$ cat config.mk
export PLATFORM = sky130hd
export DESIGN_NAME = rv32_core
export DESIGN_NICKNAME = d
export VERILOG_FILES = /design/src/hdl/rv32_pkg.sv /design/src/hdl/fetch_dec_if.sv /design/src/hdl/dec_exe_if.sv /design/src/hdl/fetch_stage.sv /design/src/hdl/decode_stage.sv /design/src/hdl/execute_stage.sv /design/src/hdl/rv32_core.sv
export SDC_FILE = /design/constraint.sdc
export NUM_CORES = 2
export LEC_CHECK = 0
export BUFFER_PORTS_ARGS = -buffer_cell sky130_fd_sc_hd__buf_2
export CORE_ASPECT_RATIO = 1.5
export CORE_MARGIN = 2
export CORE_UTILIZATION = 50
export DETAILED_ROUTE_END_ITERATION = 8
export PLACE_DENSITY_LB_ADDON = 0.15
export SLEW_MARGIN = 0
export SYNTH_ARGS = -nofsm -noshare
export SYNTH_HDL_FRONTEND = slang
export SYNTH_SLANG_ARGS = --single-unit
export TNS_END_PERCENT = 50
$ cat constraint.sdc
create_clock -name clk -period 7.5 [get_ports clk]
set_clock_uncertainty 0.05 [all_clocks]
set_input_delay 0.75 -clock clk [delete_from_list [all_inputs] [get_ports clk]]
set_output_delay 0.75 -clock clk [all_outputs]
set_load 0.1 [all_outputs]
$ cat src/hdl/rv32_pkg.sv
`default_nettype none

package rv32_pkg;

  localparam int xlen       = 32;
  localparam int reg_addr_w = 5;
  localparam int alu_op_w   = 4;
  localparam int wb_sel_w   = 2;

  localparam logic [xlen-1:0] reset_pc = '0;

  // Major opcodes
  localparam logic [6:0] op_reg    = 7'b0110011;
  localparam logic [6:0] op_imm    = 7'b0010011;
  localparam logic [6:0] op_lui    = 7'b0110111;
  localparam logic [6:0] op_load   = 7'b0000011;
  localparam logic [6:0] op_store  = 7'b0100011;
  localparam logic [6:0] op_branch = 7'b1100011;
  localparam logic [6:0] op_jal    = 7'b1101111;
  localparam logic [6:0] op_jalr   = 7'b1100111;

  // ALU funct3, shared by register and immediate forms
  localparam logic [2:0] f3_add  = 3'b000;
  localparam logic [2:0] f3_sll  = 3'b001;
  localparam logic [2:0] f3_slt  = 3'b010;
  localparam logic [2:0] f3_sltu = 3'b011;
  localparam logic [2:0] f3_xor  = 3'b100;
  localparam logic [2:0] f3_sr   = 3'b101;
  localparam logic [2:0] f3_or   = 3'b110;
  localparam logic [2:0] f3_and  = 3'b111;

  // Branch funct3
  localparam logic [2:0] f3_beq  = 3'b000;
  localparam logic [2:0] f3_bne  = 3'b001;
  localparam logic [2:0] f3_blt  = 3'b100;
  localparam logic [2:0] f3_bge  = 3'b101;
  localparam logic [2:0] f3_bltu = 3'b110;
  localparam logic [2:0] f3_bgeu = 3'b111;

  localparam logic [alu_op_w-1:0] alu_add    = 4'd0;
  localparam logic [alu_op_w-1:0] alu_sub    = 4'd1;
  localparam logic [alu_op_w-1:0] alu_and    = 4'd2;
  localparam logic [alu_op_w-1:0] alu_or     = 4'd3;
  localparam logic [alu_op_w-1:0] alu_xor    = 4'd4;
  localparam logic [alu_op_w-1:0] alu_slt    = 4'd5;
  localparam logic [alu_op_w-1:0] alu_sltu   = 4'd6;
  localparam logic [alu_op_w-1:0] alu_sll    = 4'd7;
  localparam logic [alu_op_w-1:0] alu_srl    = 4'd8;
  localparam logic [alu_op_w-1:0] alu_sra    = 4'd9;
  localparam logic [alu_op_w-1:0] alu_pass_b = 4'd10;

  localparam logic [wb_sel_w-1:0] wb_alu = 2'd0;
  localparam logic [wb_sel_w-1:0] wb_mem = 2'd1;
  localparam logic [wb_sel_w-1:0] wb_pc4 = 2'd2;

  // One instruction word, one view per encoding format
  typedef union packed {
    struct packed {
      logic [6:0] funct7;
      logic [4:0] rs2;
      logic [4:0] rs1;
      logic [2:0] funct3;
      logic [4:0] rd;
      logic [6:0] opcode;
    } r;
    struct packed {
      logic [11:0] imm_11_0;
      logic [4:0]  rs1;
      logic [2:0]  funct3;
      logic [4:0]  rd;
      logic [6:0]  opcode;
    } i;
    struct packed {
      logic [6:0] imm_11_5;
      logic [4:0] rs2;
      logic [4:0] rs1;
      logic [2:0] funct3;
      logic [4:0] imm_4_0;
      logic [6:0] opcode;
    } s;
    struct packed {
      logic       imm_12;
      logic [5:0] imm_10_5;
      logic [4:0] rs2;
      logic [4:0] rs1;
      logic [2:0] funct3;
      logic [3:0] imm_4_1;
      logic       imm_11;
      logic [6:0] opcode;
    } b;
    struct packed {
      logic [19:0] imm_31_12;
      logic [4:0]  rd;
      logic [6:0]  opcode;
    } u;
    struct packed {
      logic       imm_20;
      logic [9:0] imm_10_1;
      logic       imm_11;
      logic [7:0] imm_19_12;
      logic [4:0] rd;
      logic [6:0] opcode;
    } j;
  } instr_t;

endpackage

`default_nettype wire

$ cat src/hdl/fetch_dec_if.sv
`default_nettype none

interface fetch_dec_if import rv32_pkg::*; ();

  // IF/ID register content
  logic            valid;
  logic [xlen-1:0] pc;
  logic [xlen-1:0] instr;

  // Load-use hold request from decode
  logic            stall;

  modport fetch (output valid, output pc, output instr, input stall);

  modport decode (input valid, input pc, input instr, output stall);

endinterface

`default_nettype wire

$ cat src/hdl/dec_exe_if.sv
`default_nettype none

interface dec_exe_if import rv32_pkg::*; ();

  // ID/EX register, owned by decode
  logic                  valid;
  logic [xlen-1:0]       pc;
  logic [xlen-1:0]       rs1_val;
  logic [xlen-1:0]       rs2_val;
  logic [xlen-1:0]       imm;
  logic [reg_addr_w-1:0] rd;
  logic [alu_op_w-1:0]   alu_op;
  logic                  op2_imm;
  logic [wb_sel_w-1:0]   wb_sel;
  logic                  reg_write;
  logic                  mem_read;
  logic                  mem_write;
  logic                  branch;
  logic                  jump;
  logic                  jalr;
  logic [2:0]            funct3;

  // Write-back and redirect, flowing back from execute
  logic                  wb_en;
  logic [reg_addr_w-1:0] wb_rd;
  logic [xlen-1:0]       wb_data;
  logic                  wb_is_load;
  logic                  redirect;
  logic [xlen-1:0]       target;

  modport decode (
    output valid, pc, rs1_val, rs2_val, imm, rd, alu_op, op2_imm, wb_sel,
    output reg_write, mem_read, mem_write, branch, jump, jalr, funct3,
    input  wb_en, wb_rd, wb_data, wb_is_load, redirect, target
  );

  modport execute (
    input  valid, pc, rs1_val, rs2_val, imm, rd, alu_op, op2_imm, wb_sel,
    input  reg_write, mem_read, mem_write, branch, jump, jalr, funct3,
    output wb_en, wb_rd, wb_data, wb_is_load, redirect, target
  );

endinterface

`default_nettype wire

$ cat src/hdl/fetch_stage.sv
`default_nettype none

module fetch_stage import rv32_pkg::*; (
  input  logic             clk,
  input  logic             rst,
  input  logic             redirect,
  input  logic [xlen-1:0]  target,
  output logic [xlen-1:0]  instr_addr,
  input  logic [xlen-1:0]  instr_rdata,
  fetch_dec_if.fetch       fd
);

  logic [xlen-1:0] pc;

  assign instr_addr = pc;

  // PC and IF/ID valid; a redirect drops the word fetched this cycle
  always_ff @(posedge clk or posedge rst) begin
    if (rst) begin
      pc       <= reset_pc;
      fd.valid <= 1'b0;
    end else if (redirect) begin
      pc       <= target;
      fd.valid <= 1'b0;
    end else if (!fd.stall) begin
      pc       <= pc + xlen'(4);
      fd.valid <= 1'b1;
    end
  end

  always_ff @(posedge clk) begin
    if (!fd.stall) begin
      fd.pc    <= pc;
      fd.instr <= instr_rdata;
    end
  end

  // Execute only ever hands back word-aligned targets
  pc_aligned: assert property (@(posedge clk) disable iff (rst) pc[1:0] == 2'b00);

endmodule

`default_nettype wire

$ cat src/hdl/decode_stage.sv
`default_nettype none

module decode_stage import rv32_pkg::*; (
  input  logic       clk,
  input  logic       rst,
  fetch_dec_if.decode fd,
  dec_exe_if.decode   de
);

  instr_t ir;

  logic [reg_addr_w-1:0] rs1;
  logic [reg_addr_w-1:0] rs2;
  logic [reg_addr_w-1:0] rd;
  logic [2:0]            funct3;

  logic [alu_op_w-1:0] alu_op_d;
  logic                op2_imm_d;
  logic [wb_sel_w-1:0] wb_sel_d;
  logic                reg_write_d;
  logic                mem_read_d;
  logic                mem_write_d;
  logic                branch_d;
  logic                jump_d;
  logic                jalr_d;
  logic                use_rs1;
  logic                use_rs2;
  logic [xlen-1:0]     imm_d;

  logic [xlen-1:0] regs [1:31];
  logic [xlen-1:0] rf_rs1;
  logic [xlen-1:0] rf_rs2;
  logic            hit_rs1;
  logic            hit_rs2;

  function automatic logic [alu_op_w-1:0] alu_from_f3(input logic [2:0] f3, input logic alt);
    logic [alu_op_w-1:0] op;
    case (f3)
      f3_add:  op = alt ? alu_sub : alu_add;
      f3_sll:  op = alu_sll;
      f3_slt:  op = alu_slt;
      f3_sltu: op = alu_sltu;
      f3_xor:  op = alu_xor;
      f3_sr:   op = alt ? alu_sra : alu_srl;
      f3_or:   op = alu_or;
      default: op = alu_and;
    endcase
    return op;
  endfunction

  assign ir     = fd.instr;
  assign rs1    = ir.r.rs1;
  assign rs2    = ir.r.rs2;
  assign rd     = ir.r.rd;
  assign funct3 = ir.r.funct3;

  always_comb begin
    alu_op_d    = alu_add;
    op2_imm_d   = 1'b0;
    wb_sel_d    = wb_alu;
    reg_write_d = 1'b0;
    mem_read_d  = 1'b0;
    mem_write_d = 1'b0;
    branch_d    = 1'b0;
    jump_d      = 1'b0;
    jalr_d      = 1'b0;
    use_rs1     = 1'b0;
    use_rs2     = 1'b0;
    imm_d       = {{20{ir.i.imm_11_0[11]}}, ir.i.imm_11_0};
    case (ir.r.opcode)
      op_reg: begin
        alu_op_d    = alu_from_f3(funct3, ir.r.funct7[5]);
        reg_write_d = 1'b1;
        use_rs1     = 1'b1;
        use_rs2     = 1'b1;
      end
      op_imm: begin
        // Bit 30 only means arithmetic shift for srai
        alu_op_d    = alu_from_f3(funct3, funct3 == f3_sr && ir.r.funct7[5]);
        op2_imm_d   = 1'b1;
        reg_write_d = 1'b1;
        use_rs1     = 1'b1;
      end
      op_lui: begin
        alu_op_d    = alu_pass_b;
        op2_imm_d   = 1'b1;
        reg_write_d = 1'b1;
        imm_d       = {ir.u.imm_31_12, 12'b0};
      end
      op_load: begin
        op2_imm_d   = 1'b1;
        wb_sel_d    = wb_mem;
        reg_write_d = 1'b1;
        mem_read_d  = 1'b1;
        use_rs1     = 1'b1;
      end
      op_store: begin
        op2_imm_d   = 1'b1;
        mem_write_d = 1'b1;
        use_rs1     = 1'b1;
        use_rs2     = 1'b1;
        imm_d       = {{20{ir.s.imm_11_5[6]}}, ir.s.imm_11_5, ir.s.imm_4_0};
      end
      op_branch: begin
        branch_d = 1'b1;
        use_rs1  = 1'b1;
        use_rs2  = 1'b1;
        imm_d    = {{19{ir.b.imm_12}}, ir.b.imm_12, ir.b.imm_11, ir.b.imm_10_5,
                    ir.b.imm_4_1, 1'b0};
      end
      op_jal: begin
        wb_sel_d    = wb_pc4;
        reg_write_d = 1'b1;
        jump_d      = 1'b1;
        imm_d       = {{11{ir.j.imm_20}}, ir.j.imm_20, ir.j.imm_19_12, ir.j.imm_11,
                       ir.j.imm_10_1, 1'b0};
      end
      op_jalr: begin
        wb_sel_d    = wb_pc4;
        reg_write_d = 1'b1;
        jump_d      = 1'b1;
        jalr_d      = 1'b1;
        use_rs1     = 1'b1;
      end
      default: ;
    endcase
    // Writes to x0 are dropped here, so write-back never names it
    if (rd == '0) begin
      reg_write_d = 1'b0;
    end
  end

  // x1..x31 only, x0 reads as zero
  always_ff @(posedge clk) begin
    if (de.wb_en) begin
      regs[de.wb_rd] <= de.wb_data;
    end
  end

  assign rf_rs1 = (rs1 == '0) ? '0 : regs[rs1];
  assign rf_rs2 = (rs2 == '0) ? '0 : regs[rs2];

  assign hit_rs1 = de.wb_en && de.wb_rd == rs1 && rs1 != '0;
  assign hit_rs2 = de.wb_en && de.wb_rd == rs2 && rs2 != '0;

  // Load result arrives too late to forward
  assign fd.stall = fd.valid && de.wb_is_load && ((hit_rs1 && use_rs1) || (hit_rs2 && use_rs2));

  always_ff @(posedge clk or posedge rst) begin
    if (rst) begin
      de.valid <= 1'b0;
    end else begin
      de.valid <= fd.valid && !fd.stall && !de.redirect;
    end
  end

  always_ff @(posedge clk) begin
    de.pc        <= fd.pc;
    de.rs1_val   <= (hit_rs1 && !de.wb_is_load) ? de.wb_data : rf_rs1;
    de.rs2_val   <= (hit_rs2 && !de.wb_is_load) ? de.wb_data : rf_rs2;
    de.imm       <= imm_d;
    de.rd        <= rd;
    de.alu_op    <= alu_op_d;
    de.op2_imm   <= op2_imm_d;
    de.wb_sel    <= wb_sel_d;
    de.reg_write <= reg_write_d;
    de.mem_read  <= mem_read_d;
    de.mem_write <= mem_write_d;
    de.branch    <= branch_d;
    de.jump      <= jump_d;
    de.jalr      <= jalr_d;
    de.funct3    <= funct3;
  end

  // A stall only sits behind a load, and a load never redirects
  stall_on_load: assert property (@(posedge clk) disable iff (rst)
    fd.stall |-> de.wb_is_load && !de.redirect);

  // Write-back coming round from execute never targets x0
  no_x0_write: assert property (@(posedge clk) disable iff (rst) de.wb_en |-> de.wb_rd != '0);

endmodule

`default_nettype wire

$ cat src/hdl/execute_stage.sv
`default_nettype none

module execute_stage import rv32_pkg::*; (
  dec_exe_if.execute      de,
  output logic [xlen-1:0] data_addr,
  output logic [xlen-1:0] data_wdata,
  output logic            data_we,
  output logic            data_re,
  input  logic [xlen-1:0] data_rdata
);

  logic [xlen-1:0] op_a;
  logic [xlen-1:0] op_b;
  logic [xlen-1:0] alu_res;
  logic [xlen-1:0] pc_plus4;
  logic            cond;
  logic            taken;

  assign op_a     = de.rs1_val;
  assign op_b     = de.op2_imm ? de.imm : de.rs2_val;
  assign pc_plus4 = de.pc + xlen'(4);

  always_comb begin
    case (de.alu_op)
      alu_add:    alu_res = op_a + op_b;
      alu_sub:    alu_res = op_a - op_b;
      alu_and:    alu_res = op_a & op_b;
      alu_or:     alu_res = op_a | op_b;
      alu_xor:    alu_res = op_a ^ op_b;
      alu_slt:    alu_res = {{(xlen-1){1'b0}}, $signed(op_a) < $signed(op_b)};
      alu_sltu:   alu_res = {{(xlen-1){1'b0}}, op_a < op_b};
      alu_sll:    alu_res = op_a << op_b[4:0];
      alu_srl:    alu_res = op_a >> op_b[4:0];
      alu_sra:    alu_res = $signed(op_a) >>> op_b[4:0];
      alu_pass_b: alu_res = op_b;
      default:    alu_res = '0;
    endcase
  end

  // Branch compare works on the raw register operands
  always_comb begin
    case (de.funct3)
      f3_beq:  cond = de.rs1_val == de.rs2_val;
      f3_bne:  cond = de.rs1_val != de.rs2_val;
      f3_blt:  cond = $signed(de.rs1_val) < $signed(de.rs2_val);
      f3_bge:  cond = $signed(de.rs1_val) >= $signed(de.rs2_val);
      f3_bltu: cond = de.rs1_val < de.rs2_val;
      f3_bgeu: cond = de.rs1_val >= de.rs2_val;
      default: cond = 1'b0;
    endcase
  end

  assign taken = de.valid && (de.jump || (de.branch && cond));

  assign de.redirect = taken;
  assign de.target   = de.jalr ? ((de.rs1_val + de.imm) & ~xlen'(1)) : (de.pc + de.imm);

  // Loads and stores use the ALU add for their address
  assign data_addr  = alu_res;
  assign data_wdata = de.rs2_val;
  assign data_we    = de.valid && de.mem_write;
  assign data_re    = de.valid && de.mem_read;

  always_comb begin
    case (de.wb_sel)
      wb_mem:  de.wb_data = data_rdata;
      wb_pc4:  de.wb_data = pc_plus4;
      default: de.wb_data = alu_res;
    endcase
  end

  assign de.wb_en      = de.valid && de.reg_write;
  assign de.wb_rd      = de.rd;
  assign de.wb_is_load = de.valid && de.mem_read;

  // Decode never sets both memory controls for one instruction
  always_comb begin
    mem_exclusive: assert final (!(data_we && data_re));
  end

endmodule

`default_nettype wire

$ cat src/hdl/rv32_core.sv
`default_nettype none

module rv32_core import rv32_pkg::*; (
  input  logic            clk,
  input  logic            rst,
  // Instruction memory
  output logic [xlen-1:0] instr_addr,
  input  logic [xlen-1:0] instr_rdata,
  // Data memory
  output logic [xlen-1:0] data_addr,
  output logic [xlen-1:0] data_wdata,
  output logic            data_we,
  output logic            data_re,
  input  logic [xlen-1:0] data_rdata
);

  fetch_dec_if fd_bus ();
  dec_exe_if   de_bus ();

  // Redirect is raised by execute and steers the PC directly
  fetch_stage u_fetch (
    .clk         (clk),
    .rst         (rst),
    .redirect    (de_bus.redirect),
    .target      (de_bus.target),
    .instr_addr  (instr_addr),
    .instr_rdata (instr_rdata),
    .fd          (fd_bus.fetch)
  );

  decode_stage u_decode (
    .clk (clk),
    .rst (rst),
    .fd  (fd_bus.decode),
    .de  (de_bus.decode)
  );

  execute_stage u_execute (
    .de         (de_bus.execute),
    .data_addr  (data_addr),
    .data_wdata (data_wdata),
    .data_we    (data_we),
    .data_re    (data_re),
    .data_rdata (data_rdata)
  );

endmodule

`default_nettype wire

==> impl_metrics.csv <==
group,metric,value,unit
cells_and_area,drive_above_1_share,24.9,%
global_routing,grt-ovfl-total,0,
flow_run,cap_violations,0,
clock_tree,clk_path_buf_depth,3,
drt,drt_first_pass_iters,6,
synthesis,synth-edff-count,1056,
die,fp.dieH,458,microns
global_routing,grt_first_pass_wirelength,367,mm
critical_path,r2r-end,"u_decode.regs[15][24]",
synthesis,synth_top_family_by_area,"multiplexers",
critical_path,crit_start,"u_decode.de.op2_imm",
cells_and_area,synthToLayoutAreaGrowth,10.8,%
placed_design,hpwl,176,mm
die,die_w,307,microns
clock_tree,clkTransAtPathRegs,60,ps
timing,fin_setup_tns,0,ps
drt,via_per_inst,7.12,
critical_path,max_stage_delay,650,ps
clock_tree,post_cts_resized,0,
pwr,ir_drop,0.261,mV
global_routing,grt_pass1_vias,48000,
die,core,0.136,sq mm
clock_tree,cts_htree_levels,3,
synthesis,yosys.area_share.simple,5.67,%
cells_and_area,final-seq-area,0.0358,sq mm
synthesis,synthMuxAreaShare,23.9,%
clock_tree,cts_sinks,1249,
pwr,power_density,295,mW/mm^2
drt,vias,48400,
synthesis,synthCells,4802,
die,design.die.area,0.140,sq mm
cells_and_area,multi_input_area,0.0313,sq mm
drt,wl_per_cell,38.9,microns
critical_path,cp-start-kind,"flip-flop",
global_routing,busiest_layer,"met2",
cells_and_area,final_cell_mix,"edfxtp_1 (1056), mux4_2 (618), a21oi_1 (269)",
global_routing,grt_use_met2,61.7,%
synthesis,ys_seq_elements,1249,
die,io_pins,164,
synthesis,synth_ff_type,"edfxtp_1",
timing,max_freq,141,MHz
synthesis,synth_area_per_cell,14.3,sq um
global_routing,grtUsageMet3,7.48,%
drt,wirelength,265,mm
clock_tree,cts_buffers,117,
critical_path,rr_startpoint,"u_decode.de.op2_imm",
timing,slew_viol_final,0,
cells_and_area,nFillCells,11000,
global_routing,met1_usage,44.2,%
critical_path,cp_top_family,"compound AO/OA/AOI/OAI gates",
drt,first_iter_violations,6068,
timing,finalSetupViolCount,0,
synthesis,async_flop_share,2.72,%
clock_tree,insertion_delay,790,ps
synthesis,synthesis.area,0.0686,sq mm
status,status,"finished clean",
die,row_count,166,
timing,relSlewSlack,5.46,%
placed_design,io_buffers,163,
clock_tree,root_buffer,"clkbuf_16",
global_routing,grt_usage,37.7,%
critical_path,cp-end-kind,"output port",
pwr,totalPowerFinal,22.5,mW
drt,drcViolationCount,0,
pwr,leakage,26.6,nW
critical_path,worstSetupPathType,"reg -> out",
critical_path,critPathBufInv,3,
critical_path,cp_slowest_cell,"a211oi_1",
timing,fin_crit,7090,ps
synthesis,syn-num-nets,5066,
global_routing,grt_max_degree,136,
timing,fin_crit_sh,94.5,%
critical_path,path_cells,"buf_4 -> mux2i_4 -> buf_4 -> ha_1 -> a211oi_1 -> o211ai_1 -> a21oi_1 -> a21oi_1 -> o211a_1 -> a211oi_1 -> nand2_1 -> a32oi_1 -> nand2b_1 -> buf_2",
die,start_util,50.3,%
critical_path,crit_arrival,6290,ps
synthesis,yosysSeqAreaShare,52.1,%
critical_path,crit_fanout,46,
hold_path,hold_class,"in -> async",
synthesis,synth_adder_area_share,3.65,%
clock_tree,hold_buffers,0,
timing,rsz0062_at_grt,"false",
cells_and_area,nets,5192,
critical_path,rr_worst_depth,15,
placed_design,gp_congestion,1.08,
synthesis,synth-compound-area-share,10.1,%
synthesis,ys_warn_count,0,
cells_and_area,final_common_cell,"edfxtp_1",
synthesis,ys_types,95,
clock_tree,cts_tree,"built",
critical_path,required,6700,ps
timing,hold_violations,0,
clock_tree,post-cts-setup-buffer-count,0,
drt,ant_nets,0,
global_routing,antenna_found_initial,21,
timing,worst_pin_slew,1420,ps
synthesis,synth_xor_area_share,1.61,%
critical_path,r2r_slack,1150,ps
power breakdown:
group | internal (mW) | switching, mW
combinational | 2.00 | 5.20
clock | 3.38 | 2.68
sequential | 8.63 | 0.573
total | 14.0 | 8.46
stage by stage:
stage | std cells | util, % | hold WS, ps | instance area (sq um) | setup WS (ps)
3_5_place_dp | 6573 | 52.9 | 278 | 72200 | 1330
2_1_floorplan | 4802 | - | 273 | 68600 | 499
5_1_grt | 6791 | 55.7 | 69.4 | 76000 | 154
4_1_cts | 6790 | 55.7 | 37.1 | 76000 | 497
3_3_place_gp | 6573 | 52.9 | 274 | 72200 | 948
6_report | 6806 | 55.7 | 55.7 | 76100 | 414
routing by layer:
| metal | part of all wire (%) | vias to the layer above |
|---|---|---|
| met5 | 0.064 | - |
| met3 | 8.3 | 831 |
| met4 | 8.8 | 26 |
| met1 | 34 | 25000 |
| met2 | 48 | 2822 |
| li1 | - | 19700 |
cell usage after synthesis (66+ instances only):
master,number,area [sq um]
edfxtp_1,1056,31700
inv_1,178,668
mux4_2,618,13900
ha_1,194,2430
o21ai_0,137,686
xnor2_1,66,578
a211oi_1,105,788
mux2i_1,226,2260
clkbuf_1,205,769
dfxtp_1,159,3180
nand2_1,227,852
nand3_1,77,385
nor2_1,263,987
a21oi_1,271,1360
layout make-up:
cell class,count,share of cell area [%]
repair buffers,326,2.85
clock inverters,70,0.975
well taps,1764,2.90
clock buffers,147,4.08
multi-input cells,3048,41.2
inverters,186,0.921
flip-flops and latches,1249,47.0
diodes,16,0.0526
worst max-delay path by stage:
| stage | to | slack [ps] | cells past startpoint |
|---|---|---|---|
| finish | data_addr[29] | 410 | 14 |
| global route | data_addr[29] | 150 | 14 |
| detailed placement | data_addr[29] | 1330 | 14 |
| global placement | data_addr[29] | 950 | 14 |
| floorplan | u_decode.regs[10][14] | 500 | 13 |
| CTS | data_addr[29] | 500 | 14 |
tightest hold or removal path, cell delays in order:
cell and delay [ps]:
buf_2 90, inv_1 40, buf_4 460
kinds of logic after synthesis:
family / count (synthesis)
flops: 1249
compound gates: 1035
mux: 863
simple gates: 826
buf+inv: 505
fa+ha+maj: 198
xor+xnor: 126
flip-flops by register name, indices dropped and copies added (netlist names), 2 cells and up, named ones only:
name,flops
u_decode.de.alu_op,4
u_decode.de.imm,32
u_decode.regs,992
u_fetch.fd.instr,32
u_decode.de.rs2_val,32
u_fetch.fd.pc,32
u_decode.de.rd,5
u_decode.de.funct3,3
u_fetch.instr_addr,32
u_decode.de.pc,32
u_decode.de.wb_sel,2
u_decode.de.rs1_val,32
No activity file was read; power rests on OpenSTA's default activity.
